### src/hdl/pdes_macros.svh
`ifndef PDES_MACROS_SVH
`define PDES_MACROS_SVH

// simulation timestamp width
`define PDES_TIME_WID 16

// logical-process number width
`define PDES_LP_WID 8

// queue slots; also the largest initial event count
`define PDES_QUEUE_DEPTH 16

// initial event count width, holds 0 to PDES_QUEUE_DEPTH
`define PDES_INIT_WID 5

// statistics counter width
`define PDES_COUNT_WID 32

`endif
### src/hdl/pdes_pkg.sv
`default_nettype none

`include "pdes_macros.svh"

package pdes_pkg;

   // simulation time
   typedef logic [`PDES_TIME_WID-1:0] time_t;

   // logical-process number
   typedef logic [`PDES_LP_WID-1:0] lp_id_t;

   // number of seeds for a run
   typedef logic [`PDES_INIT_WID-1:0] init_cnt_t;

   // event and cycle statistics
   typedef logic [`PDES_COUNT_WID-1:0] count_t;

   // one event: target LP in the upper bits, timestamp below
   typedef struct packed {
      lp_id_t lp;
      time_t  timestamp;
   } event_t;

   // engine run phases
   typedef enum logic [1:0] {
      IDLE     = 2'd0,
      INIT     = 2'd1,
      RUNNING  = 2'd2,
      FINISHED = 2'd3
   } run_state_e;

endpackage

`default_nettype wire

### src/hdl/pdes_top.sv
`timescale 1ns/100ps
`default_nettype none

module pdes_top (
   input  wire                        clk,
   input  wire                        rst_n,
   input  wire                        start,
   input  wire pdes_pkg::init_cnt_t   num_init_events,
   input  wire pdes_pkg::lp_id_t      lp_mask,
   input  wire pdes_pkg::time_t       fixed_delay,
   input  wire pdes_pkg::time_t       sim_end,
   output logic                       evt_valid,
   output pdes_pkg::event_t           evt,
   output pdes_pkg::time_t            gvt,
   output logic                       done,
   output logic                       busy,
   output pdes_pkg::count_t           total_events,
   output pdes_pkg::count_t           total_cycles
);

   pdes_pkg::run_state_e run_state;
   pdes_pkg::event_t     enq_event;
   pdes_pkg::event_t     head_event;
   pdes_pkg::event_t     succ_event;
   pdes_pkg::event_t     dispatch_event;
   logic                 queue_clear;
   logic                 seed_done;
   logic                 enq_valid;
   logic                 enq_ready;
   logic                 head_valid;
   logic                 deq_ready;
   logic                 succ_valid;
   logic                 succ_ready;
   logic                 dispatch_valid;
   logic                 end_seen;

   event_source u_source (
      .clk             (clk),
      .rst_n           (rst_n),
      .run_state       (run_state),
      .num_init_events (num_init_events),
      .lp_mask         (lp_mask),
      .succ_valid      (succ_valid),
      .succ_event      (succ_event),
      .succ_ready      (succ_ready),
      .enq_valid       (enq_valid),
      .enq_event       (enq_event),
      .enq_ready       (enq_ready),
      .seed_done       (seed_done)
   );

   event_queue u_queue (
      .clk        (clk),
      .rst_n      (rst_n),
      .clear      (queue_clear),
      .enq_valid  (enq_valid),
      .enq_event  (enq_event),
      .enq_ready  (enq_ready),
      .head_valid (head_valid),
      .head_event (head_event),
      .deq_ready  (deq_ready)
   );

   event_processor u_proc (
      .clk            (clk),
      .rst_n          (rst_n),
      .run_state      (run_state),
      .lp_mask        (lp_mask),
      .fixed_delay    (fixed_delay),
      .sim_end        (sim_end),
      .head_valid     (head_valid),
      .head_event     (head_event),
      .deq_ready      (deq_ready),
      .succ_valid     (succ_valid),
      .succ_event     (succ_event),
      .succ_ready     (succ_ready),
      .dispatch_valid (dispatch_valid),
      .dispatch_event (dispatch_event),
      .end_seen       (end_seen)
   );

   run_control u_ctrl (
      .clk            (clk),
      .rst_n          (rst_n),
      .start          (start),
      .seed_done      (seed_done),
      .dispatch_valid (dispatch_valid),
      .dispatch_event (dispatch_event),
      .end_seen       (end_seen),
      .run_state      (run_state),
      .queue_clear    (queue_clear),
      .gvt            (gvt),
      .done           (done),
      .busy           (busy),
      .total_events   (total_events),
      .total_cycles   (total_cycles)
   );

   // dispatch stream out to the host
   assign evt_valid = dispatch_valid;
   assign evt       = dispatch_event;

endmodule

`default_nettype wire

### src/hdl/run_control.sv
`timescale 1ns/100ps
`default_nettype none

module run_control (
   input  wire                        clk,
   input  wire                        rst_n,
   input  wire                        start,
   input  wire                        seed_done,
   input  wire                        dispatch_valid,
   input  wire pdes_pkg::event_t      dispatch_event,
   input  wire                        end_seen,
   output pdes_pkg::run_state_e       run_state,
   output logic                       queue_clear,
   output pdes_pkg::time_t            gvt,
   output logic                       done,
   output logic                       busy,
   output pdes_pkg::count_t           total_events,
   output pdes_pkg::count_t           total_cycles
);

   pdes_pkg::run_state_e state_d;
   logic                 start_run;

   // start only counts while idle
   assign start_run   = start && (run_state == pdes_pkg::IDLE);
   assign queue_clear = start_run;

   always_comb begin
      state_d = run_state;
      case (run_state)
         pdes_pkg::IDLE: begin
            if (start) begin
               state_d = pdes_pkg::INIT;
            end
         end
         pdes_pkg::INIT: begin
            if (seed_done) begin
               state_d = pdes_pkg::RUNNING;
            end
         end
         pdes_pkg::RUNNING: begin
            if (end_seen) begin
               state_d = pdes_pkg::FINISHED;
            end
         end
         default: begin
            state_d = pdes_pkg::IDLE;
         end
      endcase
   end

   always_ff @(posedge clk or negedge rst_n) begin
      if (!rst_n) begin
         run_state <= pdes_pkg::IDLE;
      end else begin
         run_state <= state_d;
      end
   end

   // FINISHED lasts one cycle, so done is a single pulse
   assign done = (run_state == pdes_pkg::FINISHED);
   assign busy = (run_state == pdes_pkg::INIT) || (run_state == pdes_pkg::RUNNING);

   // one processor, so GVT is just the last timestamp taken
   always_ff @(posedge clk or negedge rst_n) begin
      if (!rst_n) begin
         gvt          <= '0;
         total_events <= '0;
         total_cycles <= '0;
      end else if (start_run) begin
         gvt          <= '0;
         total_events <= '0;
         total_cycles <= '0;
      end else begin
         if (dispatch_valid || end_seen) begin
            gvt <= dispatch_event.timestamp;
         end
         if (dispatch_valid) begin
            total_events <= total_events + 1'b1;
         end
         if (run_state == pdes_pkg::RUNNING) begin
            total_cycles <= total_cycles + 1'b1;
         end
      end
   end

endmodule

`default_nettype wire

### src/hdl/event_processor.sv
`timescale 1ns/100ps
`default_nettype none

module event_processor (
   input  wire                           clk,
   input  wire                           rst_n,
   input  wire pdes_pkg::run_state_e     run_state,
   input  wire pdes_pkg::lp_id_t         lp_mask,
   input  wire pdes_pkg::time_t          fixed_delay,
   input  wire pdes_pkg::time_t          sim_end,
   input  wire                           head_valid,
   input  wire pdes_pkg::event_t         head_event,
   output logic                          deq_ready,
   output logic                          succ_valid,
   output pdes_pkg::event_t              succ_event,
   input  wire                           succ_ready,
   output logic                          dispatch_valid,
   output pdes_pkg::event_t              dispatch_event,
   output logic                          end_seen
);

   pdes_pkg::event_t next_event;
   logic             take;
   logic             past_end;

   // idle means no successor pending and no end flag going out
   assign deq_ready = (run_state == pdes_pkg::RUNNING) && !succ_valid && !end_seen;
   assign take      = head_valid && deq_ready;
   assign past_end  = head_event.timestamp > sim_end;

   // PHOLD step: next LP, fixed delay later
   always_comb begin
      next_event.lp        = (head_event.lp + 1'b1) & lp_mask;
      next_event.timestamp = head_event.timestamp + fixed_delay;
   end

   always_ff @(posedge clk or negedge rst_n) begin
      if (!rst_n) begin
         succ_valid     <= 1'b0;
         dispatch_valid <= 1'b0;
         end_seen       <= 1'b0;
      end else begin
         dispatch_valid <= take && !past_end;
         end_seen       <= take && past_end;
         if (take && !past_end) begin
            succ_valid <= 1'b1;
         end else if (succ_ready) begin
            succ_valid <= 1'b0;
         end
      end
   end

   // dispatch_event also carries the final head out with end_seen
   always_ff @(posedge clk) begin
      if (take) begin
         dispatch_event <= head_event;
         succ_event     <= next_event;
      end
   end

   // zero delay would pin simulated time and never reach sim_end
   a_delay_nonzero : assert property (
      @(posedge clk) disable iff (!rst_n)
      run_state == pdes_pkg::RUNNING |-> fixed_delay != '0
   ) else $error("fixed_delay is zero while running");

endmodule

`default_nettype wire

### src/hdl/event_queue.sv
`timescale 1ns/100ps
`default_nettype none

`include "pdes_macros.svh"

module event_queue (
   input  wire                     clk,
   input  wire                     rst_n,
   input  wire                     clear,
   input  wire                     enq_valid,
   input  wire pdes_pkg::event_t   enq_event,
   output logic                    enq_ready,
   output logic                    head_valid,
   output pdes_pkg::event_t        head_event,
   input  wire                     deq_ready
);

   pdes_pkg::event_t             slot_q [`PDES_QUEUE_DEPTH];
   pdes_pkg::event_t             slot_d [`PDES_QUEUE_DEPTH];
   logic [`PDES_QUEUE_DEPTH-1:0] vld_q;
   logic [`PDES_QUEUE_DEPTH-1:0] ins;
   logic [`PDES_QUEUE_DEPTH-1:0] ins_up;
   logic [`PDES_QUEUE_DEPTH-1:0] ins_dn;
   logic                         enq_fire;
   logic                         deq_fire;

   assign enq_ready  = !vld_q[`PDES_QUEUE_DEPTH-1];
   assign head_valid = vld_q[0];
   assign head_event = slot_q[0];
   assign enq_fire   = enq_valid && enq_ready;
   assign deq_fire   = head_valid && deq_ready;

   // slot at or behind the insert point; strict compare keeps ties in arrival order
   always_comb begin
      for (int i = 0; i < `PDES_QUEUE_DEPTH; i++) begin
         ins[i] = !vld_q[i] || (slot_q[i].timestamp > enq_event.timestamp);
      end
   end

   // insert flags of the neighbors below and above each slot
   assign ins_dn = {ins[`PDES_QUEUE_DEPTH-2:0], 1'b0};
   assign ins_up = {1'b1, ins[`PDES_QUEUE_DEPTH-1:1]};

   always_comb begin
      for (int i = 0; i < `PDES_QUEUE_DEPTH; i++) begin
         slot_d[i] = slot_q[i];
         if (deq_fire) begin
            if (enq_fire && ins_up[i] && (i == 0 || !ins[i])) begin
               slot_d[i] = enq_event;
            end else if (!(enq_fire && ins_up[i])) begin
               // plain shift toward the head
               slot_d[i] = slot_q[(i < `PDES_QUEUE_DEPTH - 1) ? i + 1 : i];
            end
            // otherwise removal and insert cancel out for this slot
         end else if (enq_fire && ins[i]) begin
            slot_d[i] = ins_dn[i] ? slot_q[(i > 0) ? i - 1 : 0] : enq_event;
         end
      end
   end

   always_ff @(posedge clk) begin
      slot_q <= slot_d;
   end

   // valid bits stay a thermometer from the head
   always_ff @(posedge clk or negedge rst_n) begin
      if (!rst_n) begin
         vld_q <= '0;
      end else if (clear) begin
         vld_q <= '0;
      end else if (enq_fire && !deq_fire) begin
         vld_q <= {vld_q[`PDES_QUEUE_DEPTH-2:0], 1'b1};
      end else if (deq_fire && !enq_fire) begin
         vld_q <= {1'b0, vld_q[`PDES_QUEUE_DEPTH-1:1]};
      end
   end

   // a full queue with no dequeue keeps its tail, so nothing slipped in
   a_no_enq_when_full : assert property (
      @(posedge clk) disable iff (!rst_n)
      vld_q[`PDES_QUEUE_DEPTH-1] && !deq_fire && !clear
         |=> vld_q[`PDES_QUEUE_DEPTH-1] && $stable(slot_q[`PDES_QUEUE_DEPTH-1])
   ) else $error("enqueue accepted while full");

   a_head_is_min : assert property (
      @(posedge clk) disable iff (!rst_n)
      vld_q[1] |-> slot_q[0].timestamp <= slot_q[1].timestamp
   ) else $error("head timestamp above slot 1");

endmodule

`default_nettype wire

### src/hdl/event_source.sv
`timescale 1ns/100ps
`default_nettype none

module event_source (
   input  wire                           clk,
   input  wire                           rst_n,
   input  wire pdes_pkg::run_state_e     run_state,
   input  wire pdes_pkg::init_cnt_t      num_init_events,
   input  wire pdes_pkg::lp_id_t         lp_mask,
   input  wire                           succ_valid,
   input  wire pdes_pkg::event_t         succ_event,
   output logic                          succ_ready,
   output logic                          enq_valid,
   output pdes_pkg::event_t              enq_event,
   input  wire                           enq_ready,
   output logic                          seed_done
);

   pdes_pkg::init_cnt_t seed_cnt;
   pdes_pkg::event_t    seed_event;
   logic                seeding;
   logic                seed_fire;

   // seeds still owed in this run
   assign seeding   = (run_state == pdes_pkg::INIT) && (seed_cnt != num_init_events);
   assign seed_fire = seeding && enq_ready;

   // seed n goes to LP n at time 0
   always_comb begin
      seed_event.lp        = pdes_pkg::lp_id_t'(seed_cnt) & lp_mask;
      seed_event.timestamp = '0;
   end

   // queue input: seeds in INIT, processor successors in RUNNING
   always_comb begin
      if (run_state == pdes_pkg::INIT) begin
         enq_valid = seeding;
         enq_event = seed_event;
      end else begin
         enq_valid = (run_state == pdes_pkg::RUNNING) && succ_valid;
         enq_event = succ_event;
      end
   end

   assign succ_ready = (run_state == pdes_pkg::RUNNING) && enq_ready;

   always_ff @(posedge clk or negedge rst_n) begin
      if (!rst_n) begin
         seed_cnt  <= '0;
         seed_done <= 1'b0;
      end else begin
         if (run_state != pdes_pkg::INIT) begin
            seed_cnt <= '0;
         end else if (seed_fire) begin
            seed_cnt <= seed_cnt + 1'b1;
         end
         // one cycle after the last seed is taken
         seed_done <= seed_fire && ((seed_cnt + 1'b1) == num_init_events);
      end
   end

   // processor stays quiet until the queue is seeded
   a_no_succ_in_init : assert property (
      @(posedge clk) disable iff (!rst_n)
      run_state == pdes_pkg::INIT |-> !succ_valid
   ) else $error("successor offered during INIT");

endmodule

`default_nettype wire

### config.mk
export PLATFORM = sky130hd
export DESIGN_NAME = pdes_top
export DESIGN_NICKNAME = d
export VERILOG_FILES = /design/src/hdl/pdes_pkg.sv /design/src/hdl/pdes_top.sv /design/src/hdl/run_control.sv /design/src/hdl/event_processor.sv /design/src/hdl/event_queue.sv /design/src/hdl/event_source.sv
export VERILOG_INCLUDE_DIRS = /design/src /design/src/hdl
export SDC_FILE = /design/constraint.sdc
export NUM_CORES = 2
export LEC_CHECK = 0
export ABC_AREA = 0
export ABC_CLOCK_PERIOD_IN_PS = 14450
export BUFFER_PORTS_ARGS = -buffer_cell sky130_fd_sc_hd__clkbuf_2
export CORE_MARGIN = 1
export CORE_UTILIZATION = 50
export DETAILED_ROUTE_END_ITERATION = 8
export PLACE_DENSITY_LB_ADDON = 0.15
export SLEW_MARGIN = 15
export SYNTH_ARGS = -nofsm -noshare
export SYNTH_HDL_FRONTEND = slang
export SYNTH_HIERARCHICAL = 1
export SYNTH_SLANG_ARGS = --single-unit
export TNS_END_PERCENT = 1
### constraint.sdc
create_clock -name clk -period 14.45 [get_ports clk]
set_input_delay 1.445 -clock clk [delete_from_list [all_inputs] [get_ports clk]]
set_output_delay 1.445 -clock clk [all_outputs]
set_load 0.005 [all_outputs]
==> run metrics <==
outcome=complete, no violations; first-pass GRT wire length=147,000 um; DP HPWL=68,800 um; number of global-route vias before repair=about 26,000; CP Max Fanout=33; ANT nets after route=0; Area Growth Syn to Fin=10.3%; vias per cell=6.56; commonest non-fill, non-tap cell in the layout=edfxtp_1; most frequent cells in the layout=432 x edfxtp_1, 279 x ha_1, 245 x a21oi_1; sequential share of the synthesized area=a little under half; Post-Synthesis Cells=2,964; Root Buffer=clkbuf_16; io pins=155; post_cts resized=0; Buffers on Ports=154; number of synthesized flops with an enable pin=432; routability congestion estimate=0.904; Min-Delay Path Class=reg -> reg; max-cap violations=0; Tcrit/Tclk final=between 40% and 50%; Period minus WS final=6.42 ns; gr ovfl total=0; post-CTS setup buffer count=0; synth unique cells=92; syn_nets=3,292; clock sinks=539; placed inst area=0.0341 mm2; share of the synthesized area in the top cell type=approximately two fifths; Design Area, Final=0.0361 mm2; Mapped Area=between 0.03 and 0.04 mm2; TritonCTS buffer count=60; Post-layout nets=between 3,000 and 4,000; initial antenna violation count=0; Final Hold Fails=0; Slew Viols, Final=0; Max H-tree Level=2; worst slew pin tran=1.25 ns; die area=0.0665 mm2; clk_skew=~0.009 ns; routed vias=25,700; ant diodes=0; largest net degree at the start of global routing=92; asr flop ratio synth=19.9%; Slew HR=16.5%; Initial Utilization=50.7%; main area contributors after synthesis=edfxtp_1 40%, ha_1 11%, dfrtp_1 8.2%; Setup crit end kind=flip-flop; CTS tree=built; CTS clk-pin slew, worst paths=0.06 ns; Die W=258 um; Die Height=258 um; Core ar.=0.0646 mm2; TNS Setup=0 ns; Rows=93; count of hold-fix buffers inserted at cts=0; layout cell share with drive strength beyond 1=18.8%; leakage power=between 10 and 15 nW; post-synth top area cell=edfxtp_1; Avg Cell Area, Syn=11.0 um2; VDD IR-drop max=between 0.15 and 0.2 mV; Fmax achieved=156 MHz; pre-CTS WS=8.08 ns; FILL cells=5,541; Finished Core Util=55.9%; Synth Flop Type=edfxtp_1; flops & latches, synth=539; final wirelength=~94,000 um; Avg WL per Cell=24.0 um; critical path arrival=around 6.8 ns; 1st-iter DRT viols=2,297; GRT Total Usage=28.0%; final setup margin=between 8 and 9 ns; Worst-Skew Late Latency=0.63 ns; Pre-antenna DRT Iters=5; final setup vio count=0; Ys Warns=6; clock buffer depth=3; RSZ-0062 raised after global routing=false; DRC violations left=0; CP startpoint kind=flip-flop; total power per unit cell area=277 mW/mm2; Required @ worst endpoint=14.82 ns; Power Total=roughly 0.010 W; critical path type=reg -> reg
## worst paths after layout
check,start,endpoint,slack (ns),cells after the start
setup / recovery,u_ctrl/run_state[1],u_queue/slot_q[154],8.03,14
hold / removal,u_ctrl/gvt[4],u_ctrl/gvt[4],0.52,2
setup reg to reg,u_ctrl/run_state[1],u_queue/slot_q[154],8.03,14
hold reg to reg,u_ctrl/gvt[4],u_ctrl/gvt[4],0.52,2
max in group asynchronous,rst_n,u_queue/vld_q[11],12.65,2
min in group asynchronous,rst_n,u_ctrl/gvt[9],0.72,1
## registers in the layout, summed over array words and instances (netlist names), 2 cells and up
| name | flops |
|---|---|
| u_ctrl/run_state | 2 |
| u_source/seed_cnt | 5 |
| u_proc/succ_event | 24 |
| u_queue/slot_q | 360 |
| u_ctrl/total_events | 32 |
| u_ctrl/gvt | 16 |
| u_queue/head_event | 24 |
| u_queue/vld_q | 16 |
| u_proc/dispatch_event | 24 |
| u_ctrl/total_cycles | 32 |
## per-stage QoR
stage	hold slack, ns	cells
floorplan	0.473	2964
global placement	0.505	3811
detailed placement	0.512	3811
CTS	0.524	3923
global route	0.552	3923
finish	0.522	3923
## per-layer routing
metal,vias up,wire length (um),track usage [%]
li1,11800,-,-
met4,0,2830,9.32
met2,1017,46000,48.1
met3,173,5890,3.19
met5,-,0,0
met1,12800,39300,36.7
## worst max-delay path, cell delays in order (launching register included)
cell,delay (ns)
dfrtp_1,0.45
nand2b_1,0.15
buf_4,0.33
and2_1,0.62
inv_1,0.58
ha_1,0.51
nand4_1,0.21
nor4_1,0.81
a21boi_0,0.40
o31ai_4,0.11
buf_4,0.25
o31ai_4,0.94
o31ai_2,0.18
buf_4,0.29
o221a_2,0.28
## Yosys cell counts (all sizes together) (16+ instances only)
master	count
nand2	193
and2	67
nand4	79
o221a	144
ha	279
o31ai	62
and4	20
nor3	25
a31oi	32
or3	108
clkbuf	141
edfxtp	432
buf	76
dfrtp	107
nand3	56
mux2	47
a221o	76
o21ai	58
a21o	18
o22ai	97
nor4	16
xor2	25
and3	44
nand2b	38
nor2	97
or4	33
a21oi	251
xnor2	24
nor2b	19
inv	139
a22oi	38
## area by class of cell
cell class                 count  area (um2)  area share, %
inverter                     139         522           1.45
multi-input combinational   2069       15700           43.4
clock buffer                  73        1570           4.35
sequential                   539       15700           43.4
timing repair buffer         209        1190           3.30
tap                          855        1070           2.96
clock inverter                39         433           1.20
## cell families (layout without fill, tap and decap cells)
| family | Yosys count | count (layout) | synth area share [%] |
|---|---|---|---|
| compound gates | 872 | 872 | 19.8 |
| simple gates | 810 | 810 | 13.6 |
| flops | 539 | 539 | 47.8 |
| buf+inv | 356 | 460 | 4.83 |
| fa+ha+maj | 280 | 280 | 10.7 |
| mux | 58 | 58 | 1.95 |
| xor+xnor | 49 | 49 | 1.31 |
## power by group
part / internal [W] / switching, W
registers: 0.00296 / 0.000612
logic: 0.00191 / 0.00292
clock network: 0.000931 / 0.000650
Note: power is estimated with default switching activity, not from simulation.
